### src/logic/exu_pkg.sv
`default_nettype none

package exu_pkg;

    // sizes shared across the execution unit
    localparam int ADDRESS_WIDTH = 20;
    localparam int DATA_WIDTH = 16;
    localparam int REG_COUNT = 8;
    localparam int UOP_ROM_DEPTH = 512;

    // command toward the bus control unit
    typedef enum logic [1:0]
    {
        BUS_IDLE  = 2'd0,
        BUS_READ  = 2'd1,
        BUS_WRITE = 2'd2
    } bus_command_t;

    // move locations as coded in the micro-op word
    typedef enum logic [4:0]
    {
        LOC_NONE = 5'h00,
        // register named by the reg field of modrm
        LOC_R    = 5'h01,
        // register or memory named by mod and rm
        LOC_RM   = 5'h02,
        // immediate bytes of the instruction, source only
        LOC_IMM  = 5'h03,
        LOC_AL   = 5'h04,
        LOC_AH   = 5'h08,
        LOC_AW   = 5'h0c,
        LOC_CW   = 5'h0d,
        LOC_DW   = 5'h0e,
        LOC_BW   = 5'h0f,
        LOC_SP   = 5'h10,
        LOC_BP   = 5'h11,
        LOC_IX   = 5'h12,
        LOC_IY   = 5'h13
    } micro_loc_t;

    // micro-op classes, only move is carried out here
    typedef enum logic [2:0]
    {
        UOP_NONE = 3'b000,
        UOP_MOVE = 3'b001
    } micro_type_t;

    // segment register picked for a memory operand
    typedef enum logic [1:0]
    {
        SEG_ES = 2'd0,
        SEG_CS = 2'd1,
        SEG_SS = 2'd2,
        SEG_DS = 2'd3
    } segment_sel_t;

    typedef struct packed
    {
        micro_type_t op_type;
        logic [6:0]  arg;
        logic        last;
        micro_loc_t  dst;
        micro_loc_t  src;
    } micro_op_t;

    typedef struct packed
    {
        logic [7:0]  opcode;
        logic [7:0]  modrm;
        logic [15:0] disp;
        logic [15:0] imm;
    } instruction_t;

    typedef struct packed
    {
        logic         need_modrm;
        logic         need_disp;
        logic         disp_word;
        logic         need_imm;
        logic         imm_word;
        logic         word;
        logic [2:0]   src_reg;
        logic [2:0]   dst_reg;
        logic         mem_operand;
        // top bit set means the term is left out
        logic [3:0]   base_sel;
        logic [3:0]   index_sel;
        segment_sel_t segment;
    } decoded_t;

    typedef struct packed
    {
        bus_command_t                command;
        logic [ADDRESS_WIDTH-1:0]    address;
        logic [DATA_WIDTH-1:0]       write_data;
        logic                        word;
    } bus_request_t;

    typedef struct packed
    {
        logic [15:0] es;
        logic [15:0] cs;
        logic [15:0] ss;
        logic [15:0] ds;
    } segment_set_t;

endpackage

`default_nettype wire

### src/logic/register_file.sv
`default_nettype none

module register_file
(
    input  wire         clk,
    input  wire         reset,
    input  wire  [2:0]  read_a_id,
    input  wire  [2:0]  read_b_id,
    input  wire         word,
    input  wire         we,
    input  wire  [2:0]  write_id,
    input  wire  [15:0] write_data,
    output logic [15:0] read_a,
    output logic [15:0] read_b,
    output logic [15:0] base_value,
    output logic [15:0] index_value,
    input  wire  [2:0]  base_id,
    input  wire  [2:0]  index_id
);

    // aw cw dw bw sp bp ix iy
    logic [exu_pkg::DATA_WIDTH-1:0] regs [exu_pkg::REG_COUNT];

    // byte ids 0..3 are the low halves of aw..bw and 4..7 the high halves
    function automatic logic [15:0] lane_read(input logic [2:0] id, input logic is_word);
        logic [15:0] pair;
        pair = regs[{1'b0, id[1:0]}];
        if (is_word)
            return regs[id];
        return id[2] ? {8'h00, pair[15:8]} : {8'h00, pair[7:0]};
    endfunction

    // read ports follow register updates as well as id changes
    always_comb
    begin
        read_a = lane_read(read_a_id, word);
        read_b = lane_read(read_b_id, word);
    end

    // address terms are always full words
    assign base_value = regs[base_id];
    assign index_value = regs[index_id];

    always_ff @(posedge clk)
    begin
        if (reset)
        begin
            for (int i = 0; i < exu_pkg::REG_COUNT; i++)
                regs[i] <= '0;
        end
        else if (we)
        begin
            // byte writes leave the other half alone
            if (word)
                regs[write_id] <= write_data;
            else if (write_id[2])
                regs[{1'b0, write_id[1:0]}][15:8] <= write_data[7:0];
            else
                regs[{1'b0, write_id[1:0]}][7:0] <= write_data[7:0];
        end
    end

endmodule

`default_nettype wire

### config.mk
export PLATFORM = sky130hd
export DESIGN_NAME = register_file
export DESIGN_NICKNAME = d
export VERILOG_FILES = /design/src/logic/exu_pkg.sv /design/src/logic/register_file.sv
export SDC_FILE = /design/constraint.sdc
export NUM_CORES = 1
export LEC_CHECK = 0
export ABC_AREA = 1
export BUFFER_PORTS_ARGS = -buffer_cell sky130_fd_sc_hd__buf_2
export CORE_ASPECT_RATIO = 0.9
export CORE_MARGIN = 5
export CORE_UTILIZATION = 24
export CTS_CLUSTER_DIAMETER = 120
export DETAILED_ROUTE_END_ITERATION = 7
export PLACE_DENSITY = 0.48
export SLEW_MARGIN = 20
export SYNTH_ARGS = -nofsm -noshare
export SYNTH_HDL_FRONTEND = slang
export SYNTH_SLANG_ARGS = --single-unit
### constraint.sdc
create_clock -name clk -period 3.15 [get_ports clk]
set_input_delay 0 -clock clk [delete_from_list [all_inputs] [get_ports clk]]
set_output_delay 0 -clock clk [all_outputs]
set_load 0.02 [all_outputs]
==> summary.txt, run 1 <==
Outcome
  • Outcome: finished, final reports clean

Place
  • Worst slack, placed: 1.17 ns
  • DP Area: 10600 µm²
  • I/O Buffers: 98
  • GP Congestion: 0.911
  • DP HPWL: 31000 µm

Flow run
  • Max_cap viols: 0

Timing
  • Max frequency: 549 MHz
  • Unrepaired setup endpoints after global routing: no
  • Fin crit share: 57.8%
  • Slew of the pin with the lowest slew margin: 0.954 ns
  • Minimum clock period after layout: 1.82 ns
  • Worst relative slew slack: 36.4%
  • Final slew viol count: 0
  • # setup viols final: 0
  • Final setup margin: 1.33 ns
  • Final Hold Viols: 0
  • Setup TNS: 0 ns

CTS
  • CTS Sinks: 128
  • Cts bufs inserted: 17
  • Total setup buffers inserted after CTS: 0
  • CTS tree: yes
  • CTS max path bufs: 2
  • CTS resizes: 0
  • Clk slew on worst S/H paths: 0.06 ns
  • H-tree Lvls: 4
  • Hold Buf Count CTS: 0
  • Root buffer selected by CTS: clkbuf_16

Global routing
  • Antenna violations before repair: 4
  • Global-route wire length before repair: 61400 µm
  • Number of global-route vias before repair: 9170
  • GRT Residual Overflow: 0
  • Largest net degree at the start of global routing: 94
  • GRT Total Usage: 17.9%

Setup path
  • Worst path required time: 3.15 ns
  • Worst Path Buf+Inv: 2
  • CP peak stage delay: 0.47 ns
  • Critical Path Source Type: flop
  • Slowest cell on crit path: edfxtp_1
  • CP Capture Type: output port
  • Critical path peak fanout: 3
  • Crit path max-delay family: flip-flops
  • Critical path start-end classification: reg -> out
  • Worst Path Arrival: 1.82 ns
  • CP cell instances: inv_1, a21oi_1, o21ai_0, o21ai_0, nand2_1, nand2_1, buf_2

Power
  • Peak VDD IR: 319 µV
  • Pleak: 4.88 nW
  • Pwr per Cell Area: 464 nW/µm²
  • Post-layout power: 5.16 mW

Synthesis
  • Syn Inst Count: 1443
  • Yosys warns: 0
  • Sequential share of the synthesized area: 39.4%
  • Post-Syn Area: 9760 µm²
  • Synth Area per Inst: 6.76 µm²
  • Syn nets: 1478
  • Post-synthesis cell type count: 27
  • Flops & latches, synth: 128

Hold path
  • Min-Delay Path Class: in -> reg
  • Hold Path End: regs[4][10]
  • Hold_sp: write_data[10]
  • Hold depth: 3

Route
  • Routed Antenna Nets: 0
  • Wl on met1: 20400 µm
  • Vias: 10200
  • Initial drt markers: 1336
  • Final WL: 41500 µm
  • First drt pass iteration count: 5
  • Avg WL per Cell: 20.5 µm
  • Vias/cell: 5.04
  • DRC viols: 0
  • Top routing layer used: met5
  • WL met3: 3800 µm
  • Met2 Wirelength: 16300 µm

Floorplanning
  • Die Height: 201 µm
  • Die area: 44800 µm²
  • Row count: 70
  • I/O pin total: 99
  • Starting density of the core: 24.1%
  • Chip Width: 223 µm
  • Core Footprint: 40500 µm²

Finish
  • Number of flip-flops in the largest register: 128
  • Design area: 11100 µm²
  • Area delta synth->final: 13.9%
  • Fillers: 4545
  • Share of cells above drive strength 1: 11.8%
  • Top Registers: regs: 128 flops
  • Nets: 1506
  • Core Util, Final: 27.5%
  • Reg with most FFs: regs
==> synthesized netlist by cell type, drive strengths merged <==
master | number | area (µm²)
clkbuf | 58 | 218
o21ai | 192 | 991
edfxtp | 128 | 3840
nor2 | 186 | 724
inv | 93 | 357
a21oi | 129 | 657
o211ai | 32 | 240
nand2 | 442 | 1670
nand4 | 12 | 185
clkinv | 13 | 50.0
buf | 45 | 251
nand3 | 113 | 571
==> stage by stage <==
step	hold WS, ns	std cells
CTS	0.0882	2024
detailed placement	0.455	1992
floorplan	0.194	1443
global placement	0.455	1992
finish	0.0955	2025
global route	0.104	2025
==> per-layer routing <==
| metal | global-route usage (%) | vias up |
|---|---|---|
| met4 | 4.79 | 6 |
| li1 | - | 4863 |
| met5 | 0 | - |
| met2 | 24.2 | 505 |
| met1 | 28.0 | 4781 |
| met3 | 4.06 | 48 |
==> power by group <==
| group | internal (mW) | switching, mW | leakage, nW |
|---|---|---|---|
| clock | 1.15 | 0.695 | 0.263 |
| sequential | 1.99 | 0.145 | 1.22 |
| combinational | 0.315 | 0.868 | 3.39 |
| total | 3.45 | 1.71 | 4.88 |
==> cells by family (layout without fill, tap and decap cells) <==
kind of cell,after synthesis,count (layout),share of synthesized area [%]
compound gates,353,353,19.3
simple gates,753,753,32.3
flops,128,128,39.4
buf+inv,209,250,8.97
other cells,0,1,0
==> how the worst max path moves through the flow <==
stage                           end  cells past startpoint        start
detailed placement      regs[7][10]                      7        reset
CTS                 index_value[15]                      7  regs[1][15]
global placement        regs[5][10]                      6         word
finish              index_value[15]                      7  regs[1][15]
floorplan                regs[7][0]                      6         word
global route          base_value[6]                      7   base_id[0]
==> placed cells by master, fill, tap and decap left out, types with 5 or more instances in the layout <==
| cell | count |
|---|---|
| a21oi_1 | 128 |
| o21ai_0 | 179 |
| o211ai_1 | 32 |
| edfxtp_1 | 128 |
| inv_1 | 88 |
| clkinv_1 | 13 |
| buf_4 | 14 |
| clkinv_2 | 6 |
| o21ai_1 | 5 |
| nand4_2 | 8 |
| nor2_1 | 181 |
| buf_2 | 98 |
| o21ai_2 | 8 |
| nand2_1 | 440 |
| nand3_1 | 112 |
| clkbuf_16 | 17 |
==> cell type report <==
type	instances	area (µm²)	share of cell area, %
tap	540	676	6.07
clock buffer	20	437	3.93
antenna	1	2.50	0.0225
multi-input combinational	1106	5040	45.3
inverter	106	407	3.66
sequential	128	3840	34.6
clock inverter	12	119	1.07
timing repair buffer	112	596	5.35
==> tightest hold or removal path, delay by kind of cell <==
family	cells	cell delay, ns
compound gates	1	0.16
buf+inv	1	0.09
simple gates	1	0.13
Note: power is estimated with default switching activity, not from simulation.
==> run 2, diff against run 1 <==
ABC_AREA = 0   (was 1)
clock period = 1.7 ns   (was 3.15 ns; I/O delays follow)
==> run 2 against run 1 <==
The run now ends with setup timing left. Final cell count decreased by 33%. Sequential share of layout area is 3.3 points lower. Hold slack worse by 0.074 ns. Sequential cell count is the same. Utilization is 4.6 points higher. Combinational power grew 140%. Cell area grew 11%. Area after synthesis down 4.4%. Synthesized cell count fell by 53%. Sequential power increased by 83%. Total power is 93% higher. Critical path type unchanged.
==> summary.txt, run 2 <==
Global routing
  • GRT Total Usage: 16.6% (-1.3 points)
  • Antenna violations before repair: 6 (+2)
  • GRT Residual Overflow: 0 (unchanged)
  • Number of global-route vias before repair: 7119 (-22%)
  • Global-route wire length before repair: 51200 µm (-17%)
  • Largest net degree at the start of global routing: 37 (-61%)

Timing
  • Max frequency: 534 MHz
  • Minimum clock period after layout: 1.87 ns
  • Final slew viol count: 0 (unchanged)
  • Final Hold Viols: 0 (unchanged)
  • Final setup margin: -0.174 ns (-1.50 ns)
  • Worst relative slew slack: 33.5% (-2.9 points)
  • Unrepaired setup endpoints after global routing: yes
  • Fin crit share: 110%
  • Slew of the pin with the lowest slew margin: 0.996 ns (+0.0416 ns)
  • # setup viols final: 64 (+64)

Synthesis
  • Most numerous cell in the Yosys netlist: edfxtp_1
  • Top post-synthesis cells by area: edfxtp_1 41%, mux4_2 23%, mux2i_1 11%
  • Post-synth top cells: 128 x edfxtp_1, 104 x mux2i_1, 96 x mux4_2
  • Sequential share of the synthesized area: 41.2% (+1.8 points)
  • Synth Area per Inst: 13.8 µm² (+100%)
  • Yosys warns: 0 (unchanged)
  • Synth top area share: 41.2% (+1.8 points)
  • Cell taking the most area after synthesis: edfxtp_1
  • Flops & latches, synth: 128 (unchanged)
  • Main synth FF type: edfxtp_1
  • Post-synthesis cell type count: 30 (+11%)
  • Post-synth ARST share: 0% (unchanged)
  • Syn Inst Count: 674 (-53%)
  • Post-Syn Area: 9330 µm² (-4.4%)
  • Number of synthesized flops with an enable pin: 128 (unchanged)
  • Syn nets: 709 (-52%)

Floorplanning
  • I/O pin total: 99 (unchanged)
  • Chip Width: 218 µm (-2.1%)
  • Row count: 68 (-2.9%)
  • Core Footprint: 38400 µm² (-5.2%)
  • Starting density of the core: 24.3% (+0.20 points)
  • Die Height: 197 µm (-2.1%)
  • Die area: 42900 µm² (-4.2%)

Setup path
  • Worst path required time: 1.70 ns (-1.45 ns)
  • CP Capture Type: output port
  • CP cell instances: mux4_2, mux2_4, buf_6
  • Critical Path End: index_value[11]
  • Critical path start-end classification: reg -> out
  • Critical path peak fanout: 4 (+1)
  • CP peak stage delay: 0.52 ns (+0.05 ns)
  • Slowest cell on crit path: mux4_2
  • Critical Path Source Type: flop
  • Worst Path Arrival: 1.87 ns (+0.05 ns)
  • Stages on the worst setup path: 3 (-4)
  • Setup crit start: regs[2][11]
  • Worst Path Buf+Inv: 1 (-1)
  • Crit path max-delay family: multiplexers

CTS
  • CTS Sinks: 128 (unchanged)
  • Cts bufs inserted: 17 (unchanged)
  • H-tree Lvls: 4 (unchanged)
  • Root buffer selected by CTS: clkbuf_16
  • CTS max path bufs: 2 (unchanged)
  • Clk slew on worst S/H paths: 0.06 ns (about the same)
  • CTS tree: yes

Hold path
  • Min-Delay Path Class: in -> reg

Flow run
  • Max_cap viols: 0 (unchanged)

Route
  • DRC viols: 0 (unchanged)
  • Initial drt markers: 573 (-57%)
  • Avg WL per Cell: 26.3 µm (+28%)
  • Vias/cell: 4.99 (-0.97%)
  • Routed Antenna Nets: 0 (unchanged)
  • Final WL: 35900 µm (-14%)
  • First drt pass iteration count: 5 (unchanged)
  • Vias: 6801 (-33%)

Finish
  • Number of diodes: 0 (-1)
  • Top Registers: regs: 128 flops
  • Number of flip-flops in the largest register: 128 (unchanged)
  • Commonest non-fill, non-tap cells in the layout: 128 x edfxtp_1, 96 x mux4_2, 89 x buf_4
  • Core Util, Final: 32.1% (+4.6 points)
  • Share of cells above drive strength 1: 46.8% (+35 points)
  • Reg with most FFs: regs
  • Most common cell after layout, fill and taps aside: edfxtp_1
  • Nets: 862 (-43%)
  • Area delta synth->final: 31.9%

Power
  • Peak VDD IR: 543 µV (+71%)
  • Pleak: 4.60 nW (-5.6%)
  • Pwr per Cell Area: 809 nW/µm² (+74%)
  • Post-layout power: 9.97 mW (+93%)

Outcome
  • Outcome: finished with violations
  • Failing checks: setup timing

Place
  • DP HPWL: 26300 µm (-15%)
  • GP Congestion: 0.830 (-8.8%)
  • I/O Buffers: 98 (unchanged)
-- run 2: cell types whose count changed after synthesis, moves of 36 or more --
| cell | change |
|---|---|
| inv_1 | -87 |
| nand3_1 | -108 |
| mux4_2 | +96 |
| a21oi_1 | -128 |
| nor2b_1 | +36 |
| mux2i_1 | +104 |
| nand2_1 | -440 |
| o21ai_0 | -179 |
| nor2_1 | -113 |
| and2_1 | +66 |
| clkbuf_1 | -43 |
-- run 2: per-layer routing --
layer | up-vias | global-route usage [%] | part of all wire (%)
li1 | 2975 | - | -
met1 | 3542 | 23.3 | 45
met2 | 230 | 26.5 | 48
met3 | 44 | 2.76 | 4.7
met4 | 10 | 5.07 | 2.6
met5 | - | 0 | 0.15
-- run 2: per-stage QoR --
step,instance area [µm²],hold slack (ns),TNS (ns),std cells,worst slack [ns]
floorplan,9330,0.198,0,674,0.264
global placement,10800,0.426,-0.0694,1316,-0.0349
detailed placement,10800,0.430,-0.0292,1316,-0.0287
CTS,12200,0.00173,-7.77,1362,-0.209
global route,12300,0.0192,-10.09,1363,-0.220
finish,12300,0.0212,-6.47,1363,-0.174
-- run 2: area by class of cell --
type                            count  area [µm²]
Clock buffer                       19         433
Clock inverter                     11        75.1
Fill cell                        3834       26100
Inverter                            1        3.75
Multi-Input combinational cell    489        5590
Sequential cell                   128        3840
Tap cell                          525         657
Timing Repair Buffer              190        1720
-- run 2: how the worst min path moves through the flow --
| stage | startpoint | endpoint | cells past startpoint |
|---|---|---|---|
| finish | write_data[2] | regs[1][2] | 2 |
| global route | write_data[2] | regs[4][2] | 2 |
| CTS | write_data[2] | regs[1][2] | 2 |
| detailed placement | write_data[1] | regs[1][1] | 2 |
| global placement | write_data[1] | regs[6][1] | 2 |
| floorplan | write_data[0] | regs[0][0] | 1 |
-- run 2: cell families (layout without fill, tap and decap cells) --
| group | Yosys count | in the layout | share of synthesized area [%] |
|---|---|---|---|
| muxes | 232 | 232 | 38.2 |
| and+or+nand+nor | 208 | 208 | 12.3 |
| DFF | 128 | 128 | 41.2 |
| buffers and inverters | 57 | 221 | 4.17 |
| AOI/OAI and AO/OA | 48 | 48 | 4.08 |
| xor gates and xnor gates | 1 | 1 | 0.0939 |
-- run 2: power by group --
part | internal, mW | total [mW] | switching [mW]
sequential | 3.68 | 3.90 | 0.224
clock | 1.95 | 3.25 | 1.30
combinational | 1.44 | 2.82 | 1.37
-- run 2: timing repair --
item                       CTS  global route
resized for setup          189            35
hold endpoints to repair     5             0
setup endpoints to repair   64            64
pin swaps                    0             2
cloned                       0             0
hold buffers                 1             0
setup buffers               16             2
==> run 3, diff against run 2 <==
CORE_ASPECT_RATIO = unset   (was 0.9)
==> run 3 against run 2 <==
The run still ends with setup timing left. Largest cell class unchanged. Utilization fell by 1.3 points. Final cell count fell by 1.5%. Maximum frequency fell by 0.78%. Highest routed layer unchanged. Via count fell by 3.0%. Wire length fell by 12%. Critical endpoint is now read_a[0]. First-iteration DRC count fell by 13%. Setup slack got worse by 0.015 ns.
==> summary.txt, run 3 (same netlist as run 2, synthesis figures left out) <==
Timing
  • Final Hold Viols: 0 (unchanged)
  • Fin crit share: 111% (+0.87 points)
  • Final setup margin: -0.189 ns (-0.0148 ns)
  • Max frequency: 529 MHz (-0.78%)
  • # setup viols final: 64 (unchanged)
  • Unrepaired setup endpoints after global routing: yes
  • Final slew viol count: 0 (unchanged)
  • Slew of the pin with the lowest slew margin: 0.601 ns (-0.395 ns)
  • Minimum clock period after layout: 1.89 ns (+0.0148 ns)
  • Worst relative slew slack: 59.9% (+26 points)
  • Hold Slack: 0.0537 ns (+0.0325 ns)

Finish
  • Area delta synth->final: 27.4%
  • Share of cells above drive strength 1: 43.6% (-3.2 points)
  • Most common cell after layout, fill and taps aside: edfxtp_1
  • Top Registers: regs: 128 flops
  • Number of flip-flops in the largest register: 128 (unchanged)
  • Nets: 846 (-1.9%)
  • Commonest non-fill, non-tap cells in the layout: 128 x edfxtp_1, 96 x mux4_2, 87 x mux2i_1
  • Reg with most FFs: regs
  • Core Util, Final: 30.8% (-1.3 points)

Global routing
  • GRT Residual Overflow: 0 (unchanged)
  • Global-route wire length before repair: 47200 µm (-7.8%)
  • Number of global-route vias before repair: 6618 (-7.0%)
  • GRT Total Usage: 14.5% (-2.1 points)
  • Largest net degree at the start of global routing: 34 (-8.1%)
  • Antenna violations before repair: 4 (-2)

Power
  • Pwr per Cell Area: 828 nW/µm² (+2.3%)
  • Pleak: 4.43 nW (-3.6%)
  • Peak VDD IR: 616 µV (+13%)

Place
  • Worst slack, placed: 0.147 ns (+0.176 ns)
  • I/O Buffers: 98 (unchanged)
  • DP HPWL: 25100 µm (-4.7%)
  • GP Congestion: 0.828 (-0.23%)

CTS
  • Clk slew on worst S/H paths: 0.05 ns (about the same)
  • H-tree Lvls: 4 (unchanged)
  • CTS max path bufs: 2 (unchanged)
  • Cts bufs inserted: 17 (unchanged)
  • Root buffer selected by CTS: clkbuf_16
  • CTS tree: yes
  • CTS Sinks: 128 (unchanged)

Setup path
  • Slowest cell on crit path: edfxtp_1
  • CP cell instances: mux4_2, nor2b_4, a31o_1, buf_6
  • Critical Path Source Type: flop
  • CP Capture Type: output port
  • CP peak stage delay: 0.50 ns (-0.02 ns)
  • Critical path start-end classification: reg -> out
  • Critical path peak fanout: 4 (unchanged)
  • Worst Path Arrival: 1.89 ns (+0.02 ns)
  • Worst path required time: 1.70 ns (about the same)

Flow run
  • Max_cap viols: 0 (unchanged)

Floorplanning
  • Chip Width: 207 µm (-4.9%)
  • Starting density of the core: 24.2% (-0.12 points)
  • Row count: 72 (+5.9%)
  • Die Height: 207 µm (+5.1%)
  • Die area: 42900 µm² (about the same)
  • I/O pin total: 99 (unchanged)
  • Core Footprint: 38600 µm² (+0.48%)

Route
  • Routed Antenna Nets: 0 (unchanged)
  • Vias/cell: 4.91 (-1.5%)
  • Vias: 6594 (-3.0%)
  • First drt pass iteration count: 5 (unchanged)
  • Initial drt markers: 500 (-13%)
  • Final WL: 31600 µm (-12%)
  • DRC viols: 0 (unchanged)
  • Avg WL per Cell: 23.6 µm (-10%)

Hold path
  • Min-Delay Path Class: in -> reg
  • Hold Path End: regs[4][7]
  • Hold_sp: write_data[7]
  • Hold depth: 2 (unchanged)

Outcome
  • Failing checks: setup timing
  • Outcome: finished with violations
[run 3: cell count changes in the layout (fill, tap and decap cells not counted), sizes merged]
cell         before  now
clkinvlp          1    0
bufinv            1    2
buf             189  174
dlygate4sd3       1    0
diode             0    2
[run 3: what timing repair did]
item                       in CTS  in global routing
hold buffers                    0                  0
setup buffers                  19                  1
gates resized for setup       147                 25
hold endpoints to repair        0                  0
setup endpoints to repair      64                 64
[run 3: how the worst max path moves through the flow]
stage               startpoint     endpoint  slack, ns  depth (start not counted)
floorplan                 word  regs[5][10]       0.26                          5
global placement         reset  regs[5][14]       0.11                          7
detailed placement       reset  regs[5][14]       0.15                          7
CTS                 regs[2][6]    read_a[6]      -0.18                          4
global route        regs[1][7]    read_a[7]      -0.25                          4
finish              regs[2][0]    read_a[0]      -0.19                          4
[run 3: through the flow]
step | setup TNS (ns) | cells | area [µm²] | total power, mW
5_1_grt | -11.69 | 1341 | 11900 | 10.2
3_3_place_gp | 0 | 1290 | 10600 | 6.17
6_report | -7.90 | 1342 | 11900 | 9.84
4_1_cts | -8.58 | 1339 | 11800 | 9.86
3_5_place_dp | 0 | 1290 | 10600 | 6.18
2_1_floorplan | 0 | 674 | 9330 | 5.34
[run 3: final cells by class]
type,instances,area (µm²)
fillers,3919,26700
multi-input cells,489,5310
flip-flops and latches,128,3840
repair buffers,174,1550
well taps,518,648
clock buffers,19,433
clock inverters,11,98.8
diodes,2,5.00
inverters,1,3.75
[run 3: routing by layer]
layer  GRT usage (%)  share of wire, %  vias up
li1                -                 -     2939
met3            2.64               5.5       47
met5               0              0.11        -
met2            20.2                42      252
met1            21.7                48     3350
met4            6.57               4.2        6
[run 3: critical path: cells and delay by family, from the launching register on]
| family | cells | cell delay, ns |
|---|---|---|
| buffers and inverters | 1 | 0.14 |
| muxes | 1 | 0.49 |
| AOI/OAI and AO/OA | 1 | 0.22 |
| DFF | 1 | 0.50 |
| and+or+nand+nor | 1 | 0.13 |
[run 3: power by group]
| part | internal [mW] | switching (mW) |
|---|---|---|
| registers | 3.68 | 0.292 |
| logic | 1.33 | 1.21 |
| clock network | 2.10 | 1.23 |
| total | 7.11 | 2.73 |
